==> src/rtl/ras_pkg.sv <==
package ras_pkg;

  // Code address carried by every stack entry
  typedef logic [31:0] addr_t;

  // On-chip stack
  localparam int STACK_DEPTH = 8;
  localparam int FILL_THRESH = 6;
  localparam int EMPTY_THRESH = 2;

  // Backing memory window, in entries
  localparam int MEM_DEPTH = 16;

  typedef logic [2:0] ptr_t;
  typedef logic [3:0] count_t;
  typedef logic [4:0] mem_count_t;

  // Config register map
  typedef logic [2:0] cfg_addr_t;

  localparam cfg_addr_t CFG_CTRL = 3'd0;
  localparam cfg_addr_t CFG_BASE = 3'd1;
  localparam int CFG_ENA_BIT = 0;

  // Operations handed from the decoder to the stack
  typedef enum logic {
    OP_PUSH,
    OP_POP
  } ras_op_e;

  // Backing memory sequencer
  typedef enum logic [1:0] {
    S_IDLE,
    S_WRITE,
    S_READ
  } spill_state_e;

endpackage : ras_pkg

==> src/rtl/riscv_isa_pkg.sv <==
package riscv_isa_pkg;

  // Raw instruction word as seen at commit
  typedef logic [31:0] ins_t;

  // Architectural register index
  typedef logic [4:0] reg_idx_t;

  // ra, the link register of the standard calling convention
  localparam reg_idx_t LINK_REG = 5'd1;

  // c.jr ra, zero-extended
  localparam ins_t RET_C_WORD = 32'h0000_8082;

  // jalr x0, 0(x1)
  localparam ins_t RET_JALR_WORD = 32'h0000_8067;

endpackage : riscv_isa_pkg

==> src/rtl/ras_config_regs.sv <==
`timescale 1ns/1ps

module ras_config_regs (
  input  logic               clk,
  input  logic               rst_n,
  input  logic               cfg_wr,
  input  ras_pkg::cfg_addr_t cfg_addr,
  input  logic [31:0]        cfg_din,
  output logic               ras_ena,
  output ras_pkg::addr_t     base_addr
);
  import ras_pkg::*;

  logic ctrl_wr;
  logic base_wr;

  assign ctrl_wr = cfg_wr && (cfg_addr == CFG_CTRL);
  assign base_wr = cfg_wr && (cfg_addr == CFG_BASE);

  always_ff @(posedge clk or negedge rst_n) begin
    if (!rst_n) begin
      ras_ena <= 1'b0;
    end else if (ctrl_wr) begin
      ras_ena <= cfg_din[CFG_ENA_BIT];
    end
  end

  // Window is word aligned, low bits dropped
  always_ff @(posedge clk or negedge rst_n) begin
    if (!rst_n) begin
      base_addr <= '0;
    end else if (base_wr) begin
      base_addr <= {cfg_din[31:2], 2'b00};
    end
  end

endmodule : ras_config_regs

==> src/rtl/ras_event_decoder.sv <==
`timescale 1ns/1ps

module ras_event_decoder (
  input  logic                     clk,
  input  logic                     rst_n,
  input  logic                     ena,
  input  logic                     ev_valid,
  input  riscv_isa_pkg::ins_t      ev_ins,
  input  logic                     ev_jal,
  input  riscv_isa_pkg::reg_idx_t  ev_rd,
  input  ras_pkg::addr_t           ev_next_addr,
  input  ras_pkg::addr_t           ev_target,
  output logic                     ev_ready,
  output logic                     op_valid,
  output ras_pkg::ras_op_e         op_kind,
  output ras_pkg::addr_t           op_addr,
  output ras_pkg::addr_t           op_target,
  input  logic                     op_ready
);
  import riscv_isa_pkg::*;
  import ras_pkg::*;

  logic running;
  logic ev_fire;
  logic is_call;
  logic is_ret;
  logic keep_op;

  // Stream opens one cycle after reset is released
  always_ff @(posedge clk or negedge rst_n) begin
    if (!rst_n) begin
      running <= 1'b0;
    end else begin
      running <= 1'b1;
    end
  end

  // Slot frees up in the same cycle the stack takes the held op
  assign ev_ready = running && (!op_valid || op_ready);
  assign ev_fire  = ev_valid && ev_ready;

  assign is_call = ev_jal && (ev_rd == LINK_REG);
  assign is_ret  = (ev_ins == RET_C_WORD) || (ev_ins == RET_JALR_WORD);

  // Unclassified events and everything while disabled are swallowed
  assign keep_op = ena && (is_call || is_ret);

  always_ff @(posedge clk or negedge rst_n) begin
    if (!rst_n) begin
      op_valid <= 1'b0;
      op_kind  <= OP_PUSH;
    end else if (ev_fire && keep_op) begin
      op_valid <= 1'b1;
      op_kind  <= is_call ? OP_PUSH : OP_POP;
    end else if (op_ready) begin
      op_valid <= 1'b0;
    end
  end

  always_ff @(posedge clk) begin
    if (ev_fire && keep_op) begin
      op_addr   <= ev_next_addr;
      op_target <= ev_target;
    end
  end

endmodule : ras_event_decoder

==> src/rtl/ras_spill_engine.sv <==
`timescale 1ns/1ps

module ras_spill_engine (
  input  logic                clk,
  input  logic                rst_n,
  input  ras_pkg::addr_t      base_addr,
  input  logic                spill_req,
  input  ras_pkg::addr_t      spill_data,
  input  logic                fill_req,
  output logic                spill_done,
  output logic                fill_done,
  output ras_pkg::addr_t      fill_data,
  output ras_pkg::mem_count_t mem_count,
  output logic                mem_rd,
  output logic                mem_wr,
  output ras_pkg::addr_t      mem_addr,
  output ras_pkg::addr_t      mem_din,
  input  ras_pkg::addr_t      mem_dout,
  input  logic                mem_rdy
);
  import ras_pkg::*;

  spill_state_e state;
  mem_count_t   mem_ptr;
  mem_count_t   fill_idx;

  logic mem_full;
  logic mem_empty;
  logic start_spill;
  logic start_fill;

  // Byte address of entry idx in the backing window
  function automatic addr_t slot_addr(addr_t base, mem_count_t idx);
    addr_t offset;
    offset = addr_t'(idx) << 2;
    return base + offset;
  endfunction

  assign mem_full  = mem_ptr == mem_count_t'(MEM_DEPTH);
  assign mem_empty = mem_ptr == '0;
  assign fill_idx  = mem_ptr - mem_count_t'(1);

  // Spill into a full window is never started, so spill_done stays low
  assign start_spill = (state == S_IDLE) && spill_req && !mem_full;
  assign start_fill  = (state == S_IDLE) && !spill_req && fill_req && !mem_empty;

  assign mem_wr     = state == S_WRITE;
  assign mem_rd     = state == S_READ;
  assign spill_done = mem_wr && mem_rdy;
  assign fill_done  = mem_rd && mem_rdy;
  assign fill_data  = mem_dout;
  assign mem_count  = mem_ptr;

  always_ff @(posedge clk or negedge rst_n) begin
    if (!rst_n) begin
      state   <= S_IDLE;
      mem_ptr <= '0;
    end else begin
      case (state)
        S_IDLE: begin
          if (start_spill) begin
            state <= S_WRITE;
          end else if (start_fill) begin
            state   <= S_READ;
            mem_ptr <= fill_idx;
          end
        end
        S_WRITE: begin
          if (mem_rdy) begin
            state   <= S_IDLE;
            mem_ptr <= mem_ptr + mem_count_t'(1);
          end
        end
        S_READ: begin
          if (mem_rdy) begin
            state <= S_IDLE;
          end
        end
        default: begin
          state <= S_IDLE;
        end
      endcase
    end
  end

  // Request payload, stable for the whole handshake
  always_ff @(posedge clk) begin
    if (start_spill) begin
      mem_addr <= slot_addr(base_addr, mem_ptr);
      mem_din  <= spill_data;
    end else if (start_fill) begin
      mem_addr <= slot_addr(base_addr, fill_idx);
      mem_din  <= '0;
    end
  end

endmodule : ras_spill_engine

==> src/rtl/ras_stack_buffer.sv <==
`timescale 1ns/1ps

module ras_stack_buffer (
  input  logic                clk,
  input  logic                rst_n,
  input  logic                op_valid,
  input  ras_pkg::ras_op_e    op_kind,
  input  ras_pkg::addr_t      op_addr,
  input  ras_pkg::addr_t      op_target,
  output logic                op_ready,
  output logic                ret_valid,
  output ras_pkg::addr_t      ret_predicted,
  output logic                ret_mismatch,
  output logic                ret_underflow,
  output logic                spill_req,
  output ras_pkg::addr_t      spill_data,
  input  logic                spill_done,
  output logic                fill_req,
  input  ras_pkg::addr_t      fill_data,
  input  logic                fill_done,
  input  ras_pkg::mem_count_t mem_count,
  output logic                stack_full,
  output logic                stack_empty,
  output logic                overflow
);
  import ras_pkg::*;

  addr_t  stack_mem [STACK_DEPTH];
  ptr_t   top_ptr;
  ptr_t   bot_ptr;
  ptr_t   top_idx;
  count_t count;

  logic chip_full;
  logic chip_empty;
  logic mem_full;
  logic mem_empty;
  logic stall_push;
  logic stall_pop;
  logic push_fire;
  logic pop_fire;
  logic push_store;
  logic pop_hit;
  logic req_idle;
  addr_t top_entry;

  assign chip_full  = count == count_t'(STACK_DEPTH);
  assign chip_empty = count == '0;
  assign mem_full   = mem_count == mem_count_t'(MEM_DEPTH);
  assign mem_empty  = mem_count == '0;

  // top_ptr is the next free slot, bot_ptr the oldest entry
  assign top_idx    = top_ptr - ptr_t'(1);
  assign top_entry  = stack_mem[top_idx];
  assign spill_data = stack_mem[bot_ptr];

  // A push at full waits for a spill unless memory is full too.
  // A fill lands just below the bottom, so keep that slot free
  assign stall_push = (chip_full && !mem_full) ||
                      (fill_req && count >= count_t'(STACK_DEPTH - 1));
  // Wait for refill rather than report a false underflow.
  // Last entry may be the one being spilled
  assign stall_pop  = (chip_empty && (fill_req || !mem_empty)) ||
                      (spill_req && count == count_t'(1));

  assign op_ready   = (op_kind == OP_POP) ? !stall_pop : !stall_push;
  assign push_fire  = op_valid && op_ready && (op_kind == OP_PUSH);
  assign pop_fire   = op_valid && op_ready && (op_kind == OP_POP);
  assign push_store = push_fire && !chip_full;
  assign pop_hit    = pop_fire && !chip_empty;
  assign req_idle   = !spill_req && !fill_req;

  always_ff @(posedge clk or negedge rst_n) begin
    if (!rst_n) begin
      top_ptr   <= '0;
      bot_ptr   <= '0;
      count     <= '0;
      spill_req <= 1'b0;
      fill_req  <= 1'b0;
      overflow  <= 1'b0;
    end else begin
      count <= count + count_t'(push_store) + count_t'(fill_done)
             - count_t'(pop_hit) - count_t'(spill_done);
      if (push_store) begin
        top_ptr <= top_ptr + ptr_t'(1);
      end else if (pop_hit) begin
        top_ptr <= top_idx;
      end
      if (spill_done) begin
        bot_ptr <= bot_ptr + ptr_t'(1);
      end else if (fill_done) begin
        bot_ptr <= bot_ptr - ptr_t'(1);
      end
      if (spill_done) begin
        spill_req <= 1'b0;
      end else if (req_idle && count >= count_t'(FILL_THRESH) && !mem_full) begin
        spill_req <= 1'b1;
      end
      if (fill_done) begin
        fill_req <= 1'b0;
      end else if (req_idle && count < count_t'(EMPTY_THRESH) && !mem_empty) begin
        fill_req <= 1'b1;
      end
      if (push_fire && chip_full) begin
        overflow <= 1'b1;
      end
    end
  end

  always_ff @(posedge clk) begin
    if (push_store) begin
      stack_mem[top_ptr] <= op_addr;
    end
    if (fill_done) begin
      stack_mem[bot_ptr - ptr_t'(1)] <= fill_data;
    end
  end

  // Result of a pop, one cycle after acceptance
  always_ff @(posedge clk or negedge rst_n) begin
    if (!rst_n) begin
      ret_valid     <= 1'b0;
      ret_mismatch  <= 1'b0;
      ret_underflow <= 1'b0;
    end else begin
      ret_valid     <= pop_fire;
      ret_mismatch  <= pop_hit && (top_entry != op_target);
      ret_underflow <= pop_fire && chip_empty;
    end
  end

  always_ff @(posedge clk) begin
    if (pop_fire) begin
      ret_predicted <= chip_empty ? '0 : top_entry;
    end
  end

  assign stack_full  = chip_full && mem_full;
  assign stack_empty = chip_empty && mem_empty;

endmodule : ras_stack_buffer

==> src/rtl/ras_top.sv <==
`timescale 1ns/1ps

module ras_top (
  input  logic                    clk,
  input  logic                    rst_n,
  input  logic                    ev_valid,
  input  riscv_isa_pkg::ins_t     ev_ins,
  input  logic                    ev_jal,
  input  riscv_isa_pkg::reg_idx_t ev_rd,
  input  ras_pkg::addr_t          ev_next_addr,
  input  ras_pkg::addr_t          ev_target,
  output logic                    ev_ready,
  input  logic                    cfg_wr,
  input  ras_pkg::cfg_addr_t      cfg_addr,
  input  logic [31:0]             cfg_din,
  output logic                    ret_valid,
  output ras_pkg::addr_t          ret_predicted,
  output logic                    ret_mismatch,
  output logic                    ret_underflow,
  output logic                    stack_full,
  output logic                    stack_empty,
  output logic                    overflow,
  output logic                    ras_ena,
  output logic                    mem_rd,
  output logic                    mem_wr,
  output ras_pkg::addr_t          mem_addr,
  output ras_pkg::addr_t          mem_din,
  input  ras_pkg::addr_t          mem_dout,
  input  logic                    mem_rdy
);
  import ras_pkg::*;

  addr_t      base_addr;
  logic       op_valid;
  logic       op_ready;
  ras_op_e    op_kind;
  addr_t      op_addr;
  addr_t      op_target;
  logic       spill_req;
  logic       spill_done;
  addr_t      spill_data;
  logic       fill_req;
  logic       fill_done;
  addr_t      fill_data;
  mem_count_t mem_count;

  ras_config_regs cfg_inst (
    .clk       (clk),
    .rst_n     (rst_n),
    .cfg_wr    (cfg_wr),
    .cfg_addr  (cfg_addr),
    .cfg_din   (cfg_din),
    .ras_ena   (ras_ena),
    .base_addr (base_addr)
  );

  ras_event_decoder dec_inst (
    .clk          (clk),
    .rst_n        (rst_n),
    .ena          (ras_ena),
    .ev_valid     (ev_valid),
    .ev_ins       (ev_ins),
    .ev_jal       (ev_jal),
    .ev_rd        (ev_rd),
    .ev_next_addr (ev_next_addr),
    .ev_target    (ev_target),
    .ev_ready     (ev_ready),
    .op_valid     (op_valid),
    .op_kind      (op_kind),
    .op_addr      (op_addr),
    .op_target    (op_target),
    .op_ready     (op_ready)
  );

  ras_stack_buffer buf_inst (
    .clk           (clk),
    .rst_n         (rst_n),
    .op_valid      (op_valid),
    .op_kind       (op_kind),
    .op_addr       (op_addr),
    .op_target     (op_target),
    .op_ready      (op_ready),
    .ret_valid     (ret_valid),
    .ret_predicted (ret_predicted),
    .ret_mismatch  (ret_mismatch),
    .ret_underflow (ret_underflow),
    .spill_req     (spill_req),
    .spill_data    (spill_data),
    .spill_done    (spill_done),
    .fill_req      (fill_req),
    .fill_data     (fill_data),
    .fill_done     (fill_done),
    .mem_count     (mem_count),
    .stack_full    (stack_full),
    .stack_empty   (stack_empty),
    .overflow      (overflow)
  );

  ras_spill_engine eng_inst (
    .clk        (clk),
    .rst_n      (rst_n),
    .base_addr  (base_addr),
    .spill_req  (spill_req),
    .spill_data (spill_data),
    .fill_req   (fill_req),
    .spill_done (spill_done),
    .fill_done  (fill_done),
    .fill_data  (fill_data),
    .mem_count  (mem_count),
    .mem_rd     (mem_rd),
    .mem_wr     (mem_wr),
    .mem_addr   (mem_addr),
    .mem_din    (mem_din),
    .mem_dout   (mem_dout),
    .mem_rdy    (mem_rdy)
  );

endmodule : ras_top

==> config.mk <==
export PLATFORM = sky130hd
export DESIGN_NAME = ras_top
export DESIGN_NICKNAME = d
export VERILOG_FILES = /design/src/rtl/ras_pkg.sv /design/src/rtl/riscv_isa_pkg.sv /design/src/rtl/ras_config_regs.sv /design/src/rtl/ras_event_decoder.sv /design/src/rtl/ras_spill_engine.sv /design/src/rtl/ras_stack_buffer.sv /design/src/rtl/ras_top.sv
export SDC_FILE = /design/constraint.sdc
export NUM_CORES = 1
export LEC_CHECK = 0
export ABC_CLOCK_PERIOD_IN_PS = 11300
export BUFFER_PORTS_ARGS = -buffer_cell sky130_fd_sc_hd__buf_2
export CAP_MARGIN = 10
export CORE_UTILIZATION = 64
export CTS_CLUSTER_DIAMETER = 60
export DETAILED_ROUTE_END_ITERATION = 8
export PLACE_DENSITY = 0.85
export SYNTH_ARGS = -nofsm -noshare
export SYNTH_HDL_FRONTEND = slang
export SYNTH_SLANG_ARGS = --single-unit
==> constraint.sdc <==
create_clock -name clk -period 11.3 [get_ports clk]
set_input_delay 0 -clock clk [delete_from_list [all_inputs] [get_ports clk]]
set_output_delay 0 -clock clk [all_outputs]
set_load 0.01 [all_outputs]
After elaboration in Yosys (flattened, before gate mapping) --
Memory sizes are Yosys's and may differ from the RTL's. Index checks and enable logic that the tools add are counted.
Word-level totals: word-level logic and storage cells 143, RAM bits 256, input bits 174, bits in registers 217, memories 1
Cells by class: bitwise gates (word level) 1, add/sub/neg operators 12, reduce and logical (&&, ||, !) cells 62, muxes and demuxes 28, $lt $le $gt $ge 3, equal/unequal tests 15
Memories:
- buf_inst.stack_mem | words 8, width 32, rd ports 2, clocked after memory_dff 0, write ports 2, line ras_stack_buffer.sv:28 | addr_t stack_mem [STACK_DEPTH];
Operators by type and width (count):
- $mux W32 | 4
- $add A32 B7 Y32 | 2
- $eq A32 B16 Y1 const B | 2
- $logic_and A1 B1 Y1 | 33
- $ne A32 B32 Y1 | 1
- $mux W5 | 3
- $reduce_bool A2 Y1 | 7
- $mux W1 | 12
- $mux W3 | 4
- $pmux W5 S2 | 1
- $logic_not A1 Y1 | 9
- $add A4 B1 Y4 | 2
- $ge A4 B3 Y1 const B | 2
- $sub A4 B1 Y4 | 2
- $add A3 B1 Y3 const B | 2
- $logic_or A1 B1 Y1 | 6
- $mux W2 | 3
- $sub A3 B1 Y3 const B | 2
- $add A5 B1 Y5 const B | 1
- $eq A5 B1 Y1 const B | 1
- $eq A5 B5 Y1 const B | 1
- $logic_not A5 Y1 | 1
- $sub A5 B1 Y5 const B | 1
- $eq A4 B1 Y1 const B | 1
- other kinds (16) | 18

Logic depth before layout (Yosys ltp) --
word-level depth 14, depth in mapped cells 15, mapped depth without buffers 15

Hierarchy --
A second synthesis with hierarchy kept.
Second synthesis, totals: cell total of the unflattened synthesis 1539, area, all modules 24544.8 um^2
Modules (own cells, without submodules):
- ras_stack_buffer | sequential area each 9048.7 um^2, area each 17324.1 um^2, times used 1, cells an instance 1075
- ras_spill_engine | sequential area each 2097.0 um^2, area each 3852.4 um^2, times used 1, cells an instance 303
- ras_event_decoder | sequential area each 1996.9 um^2, area each 2158.3 um^2, times used 1, cells an instance 91
- ras_config_regs | sequential area each 775.7 um^2, area each 1209.9 um^2, times used 1, cells an instance 70

Least setup slack after synthesis --
OpenSTA, ideal clock, no wires.
path type register to register, from register buf_inst.top_ptr[0], to memory buf_inst.stack_mem[3][0] (netlist bit) (enable), arrival 3722 ps, stages on the path, launching flop included 7, library setup time 470 ps, setup slack 7108 ps, cells stage by stage dfrtp_1 buf_6 buf_12 buf_2 clkbuf_1 nand2_1 o31ai_1
RTL lines:
- from (decl) | line ras_stack_buffer.sv:29 | ptr_t top_ptr;
- from (signal assigned) | line ras_stack_buffer.sv:85 | top_ptr <= top_ptr + ptr_t'(1);
- from (signal assigned) | line ras_stack_buffer.sv:87 | top_ptr <= top_idx;
- to (decl) | line ras_stack_buffer.sv:28

Final worst setup path --
from register buf_inst.top_ptr[0], to register buf_inst.ret_mismatch
On the way: cells in the longest elaborated chain, start to end 4
Ends and longest elaborated chain:
- $sub A3 B1 Y3 | line ras_stack_buffer.sv:53 | assign top_idx = top_ptr - ptr_t'(1);
- $mem_v2 Z8 W32
- $ne A32 B32 Y1 | line ras_stack_buffer.sv:127 | ret_mismatch <= pop_hit && (top_entry != op_target);
- $logic_and A1 B1 Y1 | line ras_stack_buffer.sv:127
- to (signal assigned) | line ras_stack_buffer.sv:127
- to (decl) | line ras_stack_buffer.sv:13 | output logic ret_mismatch,
No other way between the ends. A chain may end at the register's enable or synchronous reset.

==> flow_metrics.tcl <==
set metrics [dict create \
    grt_pass1_wl_mm 99.5 \
    report.final.slew_viol_count 0 \
    crit_cells 10 \
    leakage_uw 0.0104 \
    routed_wl_mm 67.7 \
    synth-seq-cells 471 \
    postLayoutCellArea_um2 28600 \
    row_count 70 \
    synth_top_area_cell "edfxtp_1" \
    ir_worst_vdd_mv 0.201 \
    cts_resized 0 \
    yosysMostFrequentCell "edfxtp_1" \
    max_freq_ghz 0.213 \
    slew_headroom_pct 19.9 \
    nFillCells 1921 \
    finalClockSkew_ns 0.0166 \
    cts-root-buf "clkbuf_16" \
    cts_setup_buffers 0 \
    cts_buffer_depth 3 \
    powerDensity_nw_per_um2 196 \
    clk_latency_ns 0.60 \
    status "complete, no violations" \
    reg2reg_depth 10 \
    place_area_um2 25600 \
    first_iter_violations 1529 \
    avgViaCountPerCell 6.61 \
    cts-buffers-inserted 49 \
    async_flop_share_pct 12.1 \
    die_x_um 194 \
    die_y_um 194 \
    groute.usage.overall_pct 36.0 \
    crit_fanout 52 \
    avgRoutedWirePerCell_um 28.2 \
    path_cells "inv_1 > ha_2 > buf_4 > mux4_2 > xor2_1 > nor4_1 > nand4_1 > nor4_1 > o2111ai_1 > o31a_1" \
    ant_nets 0 \
    cp-startpoint "buf_inst.top_ptr[0]" \
    dieArea_um2 37800 \
    setup_tns_ns 0 \
    hold_violations 0 \
    dr.pass1.iters 5 \
    reg2reg_slack_ns 6.60 \
    start_util_pct 64.9 \
    ios 280 \
    worstSetupStartpointType "flip-flop" \
    portBuffers 276 \
    crit_required_ns 11.78 \
    cts_tree "yes" \
    critPathMostFrequentCell "nor4_1" \
    timing.critical_path.buf_inv 2 \
    maxCapViolations 0 \
    cp_slowest_cell "dfrtp_4" \
    wl_met3_mm 7.97 \
    cts-htree-levels 2 \
    yosys.cell_types.count 54 \
    wl_met1_mm 23.4 \
    dpl.hpwl_mm 38.6 \
    rsz0062_at_grt "false" \
    cp_data_arrival_time_ns 5.18 \
    core_region_area_um2 36500 \
    dr_wl_met2_mm 33.0 \
    vias 15900 \
    cts_hold_buffers 134 \
    critical_path_class "reg2reg" \
    cts.sink_count 471 \
    cp_top_family "buffers and inverters" \
    critPathCapture "buf_inst.ret_mismatch" \
    synth_seq_area_share_pct 58.5 \
    post_synth.cell_area_avg_um2 16.0 \
    placed_cells 2176 \
    antenna_found_initial 3 \
    synth-edff-count 414 \
    period_share_pct 41.6 \
    layout-drive-gt1-share_pct 42.3 \
    synthToLayoutAreaGrowth_pct 20.8 \
    final_nets 2091 \
    syn_inst 1484 \
    setup_viol 0 \
    r2r-end "buf_inst.ret_mismatch" \
    grt_max_degree 67 \
    synthTopCellsByCount "edfxtp_1, mux2_2, mux4_2" \
    gr-total-overflow 0 \
    grt_pass1_vias 16400 \
    yosys-top-cells-area "edfxtp_1, mux2_2, mux4_2" \
    end_kind "flip-flop" \
    drcViolationCount 0 \
    place.gp.congestion 0.864 \
    critPathMaxStageDelay_ns 0.83 \
    top_layer "met5" \
    clk_pin_slew_ns 0.06 \
    stdcell_count 2401 \
    ys.flop_type "edfxtp_1" \
    min_path_type "in2async" \
    netlist_area_um2 23700 \
    r2r_start "buf_inst.top_ptr[0]" \
    period_needed_ns 4.70 \
    yosysTopAreaCellShare_pct 52.5 \
    worst_pin_slew_ns 1.20 \
    yosys_warnings 0 \
]
[placed cells by master (no fill, tap or decap), drive strengths merged, types with 3 or more instances in the layout]
cell         synthesis  layout
and3                 9       9
conb                 2       3
fa                   4       4
buf                 35     306
bufinv               0       7
mux2               290     290
nor2                56      56
a21o                 3       3
nand2               89      89
nor4                15      15
a31oi                3       3
a21oi               41      41
clkbuf              48      63
nand3               18      18
xor2                31      31
o21ai               15      15
nor3                11      11
ha                  20      20
edfxtp             414     414
nor4b                4       4
mux2i               36      36
dlygate4sd3          0     134
mux4               126     126
nand4               18      18
inv                 25      26
xnor2               78      78
clkinv               0      18
a31o                 4       4
and2                 5       5
dfrtp               57      57
[power breakdown]
group / leakage [µW] / internal, µW / total (µW) / switching, µW
combinational: 0.00518 / 686 / 1590 / 902
clock: 0.000794 / 980 / 1670 / 691
sequential: 0.00445 / 2180 / 2350 / 166
[kinds of logic (layout without fill, tap and decap cells)]
family / Yosys count / count (layout) / synth area share (%)
AOI/OAI and AO/OA: 82 / 82 / 2.05
xor gates and xnor gates: 109 / 109 / 4.06
adders and majority gates: 24 / 24 / 1.39
buffers and inverters: 108 / 555 / 1.98
DFF: 471 / 471 / 58.5
muxes: 452 / 452 / 27.3
other: 2 / 4 / 0.0317
and+or+nand+nor: 236 / 236 / 4.67
[area by class of cell]
type | instances | area [µm²] | area share (%)
diodes | 1 | 2.50 | 0.00875
clock buffers | 63 | 1310 | 4.58
clock inverters | 27 | 324 | 1.13
inverters | 25 | 93.8 | 0.328
multi-input cells | 906 | 9480 | 33.1
flip-flops and latches | 471 | 13900 | 48.5
well taps | 468 | 586 | 2.05
repair buffers | 440 | 2950 | 10.3
[metrics by stage]
stage,power [µW],setup slack (ns),util [%],hold slack [ns]
2_1_floorplan,3380,7.11,-,-0.296
3_3_place_gp,3840,6.83,70.2,0.176
3_5_place_dp,3890,6.70,70.2,0.178
4_1_cts,5570,6.68,78.3,0.101
5_1_grt,5790,6.54,78.3,0.111
6_report,5610,6.60,78.3,0.105
[routing by layer]
layer / global-route usage, % / up-vias
met5: 0 / -
met4: 17.8 / 4
met3: 8.19 / 265
met2: 59.3 / 1179
met1: 45.2 / 7794
li1: - / 6625
[state kept, by name (all words and copies together) (netlist names), 2 cells and up]
register                flops
buf_inst.stack_mem        256
buf_inst.ret_predicted     32
dec_inst.op_addr           32
dec_inst.op_target         32
eng_inst.mem_din           32
cfg_inst.base_addr         30
eng_inst.mem_addr          30
eng_inst.mem_count          5
buf_inst.count              4
buf_inst.bot_ptr            3
buf_inst.top_ptr            3
eng_inst.state              2
[worst reg2reg max path, stage by stage, from the launching register on]
cell       delay [ns]
dfrtp_4          0.83
inv_1            0.21
ha_2             0.69
buf_4            0.76
mux4_2           0.48
xor2_1           0.16
nor4_1           0.37
nand4_1          0.20
nor4_1           0.29
o2111ai_1        0.25
o31a_1           0.35
[worst min path at each step]
stage / depth (start not counted) / start / to
6_report: 3 / rst_n / cfg_inst.base_addr[26]
5_1_grt: 2 / ev_next_addr[1] / dec_inst.op_addr[1]
4_1_cts: 2 / ev_next_addr[31] / dec_inst.op_addr[31]
3_5_place_dp: 1 / ev_target[17] / dec_inst.op_target[17]
3_3_place_gp: 1 / ev_next_addr[31] / dec_inst.op_addr[31]
2_1_floorplan: 0 / rst_n / buf_inst.bot_ptr[0]
(Power assumes the default switching activity.)
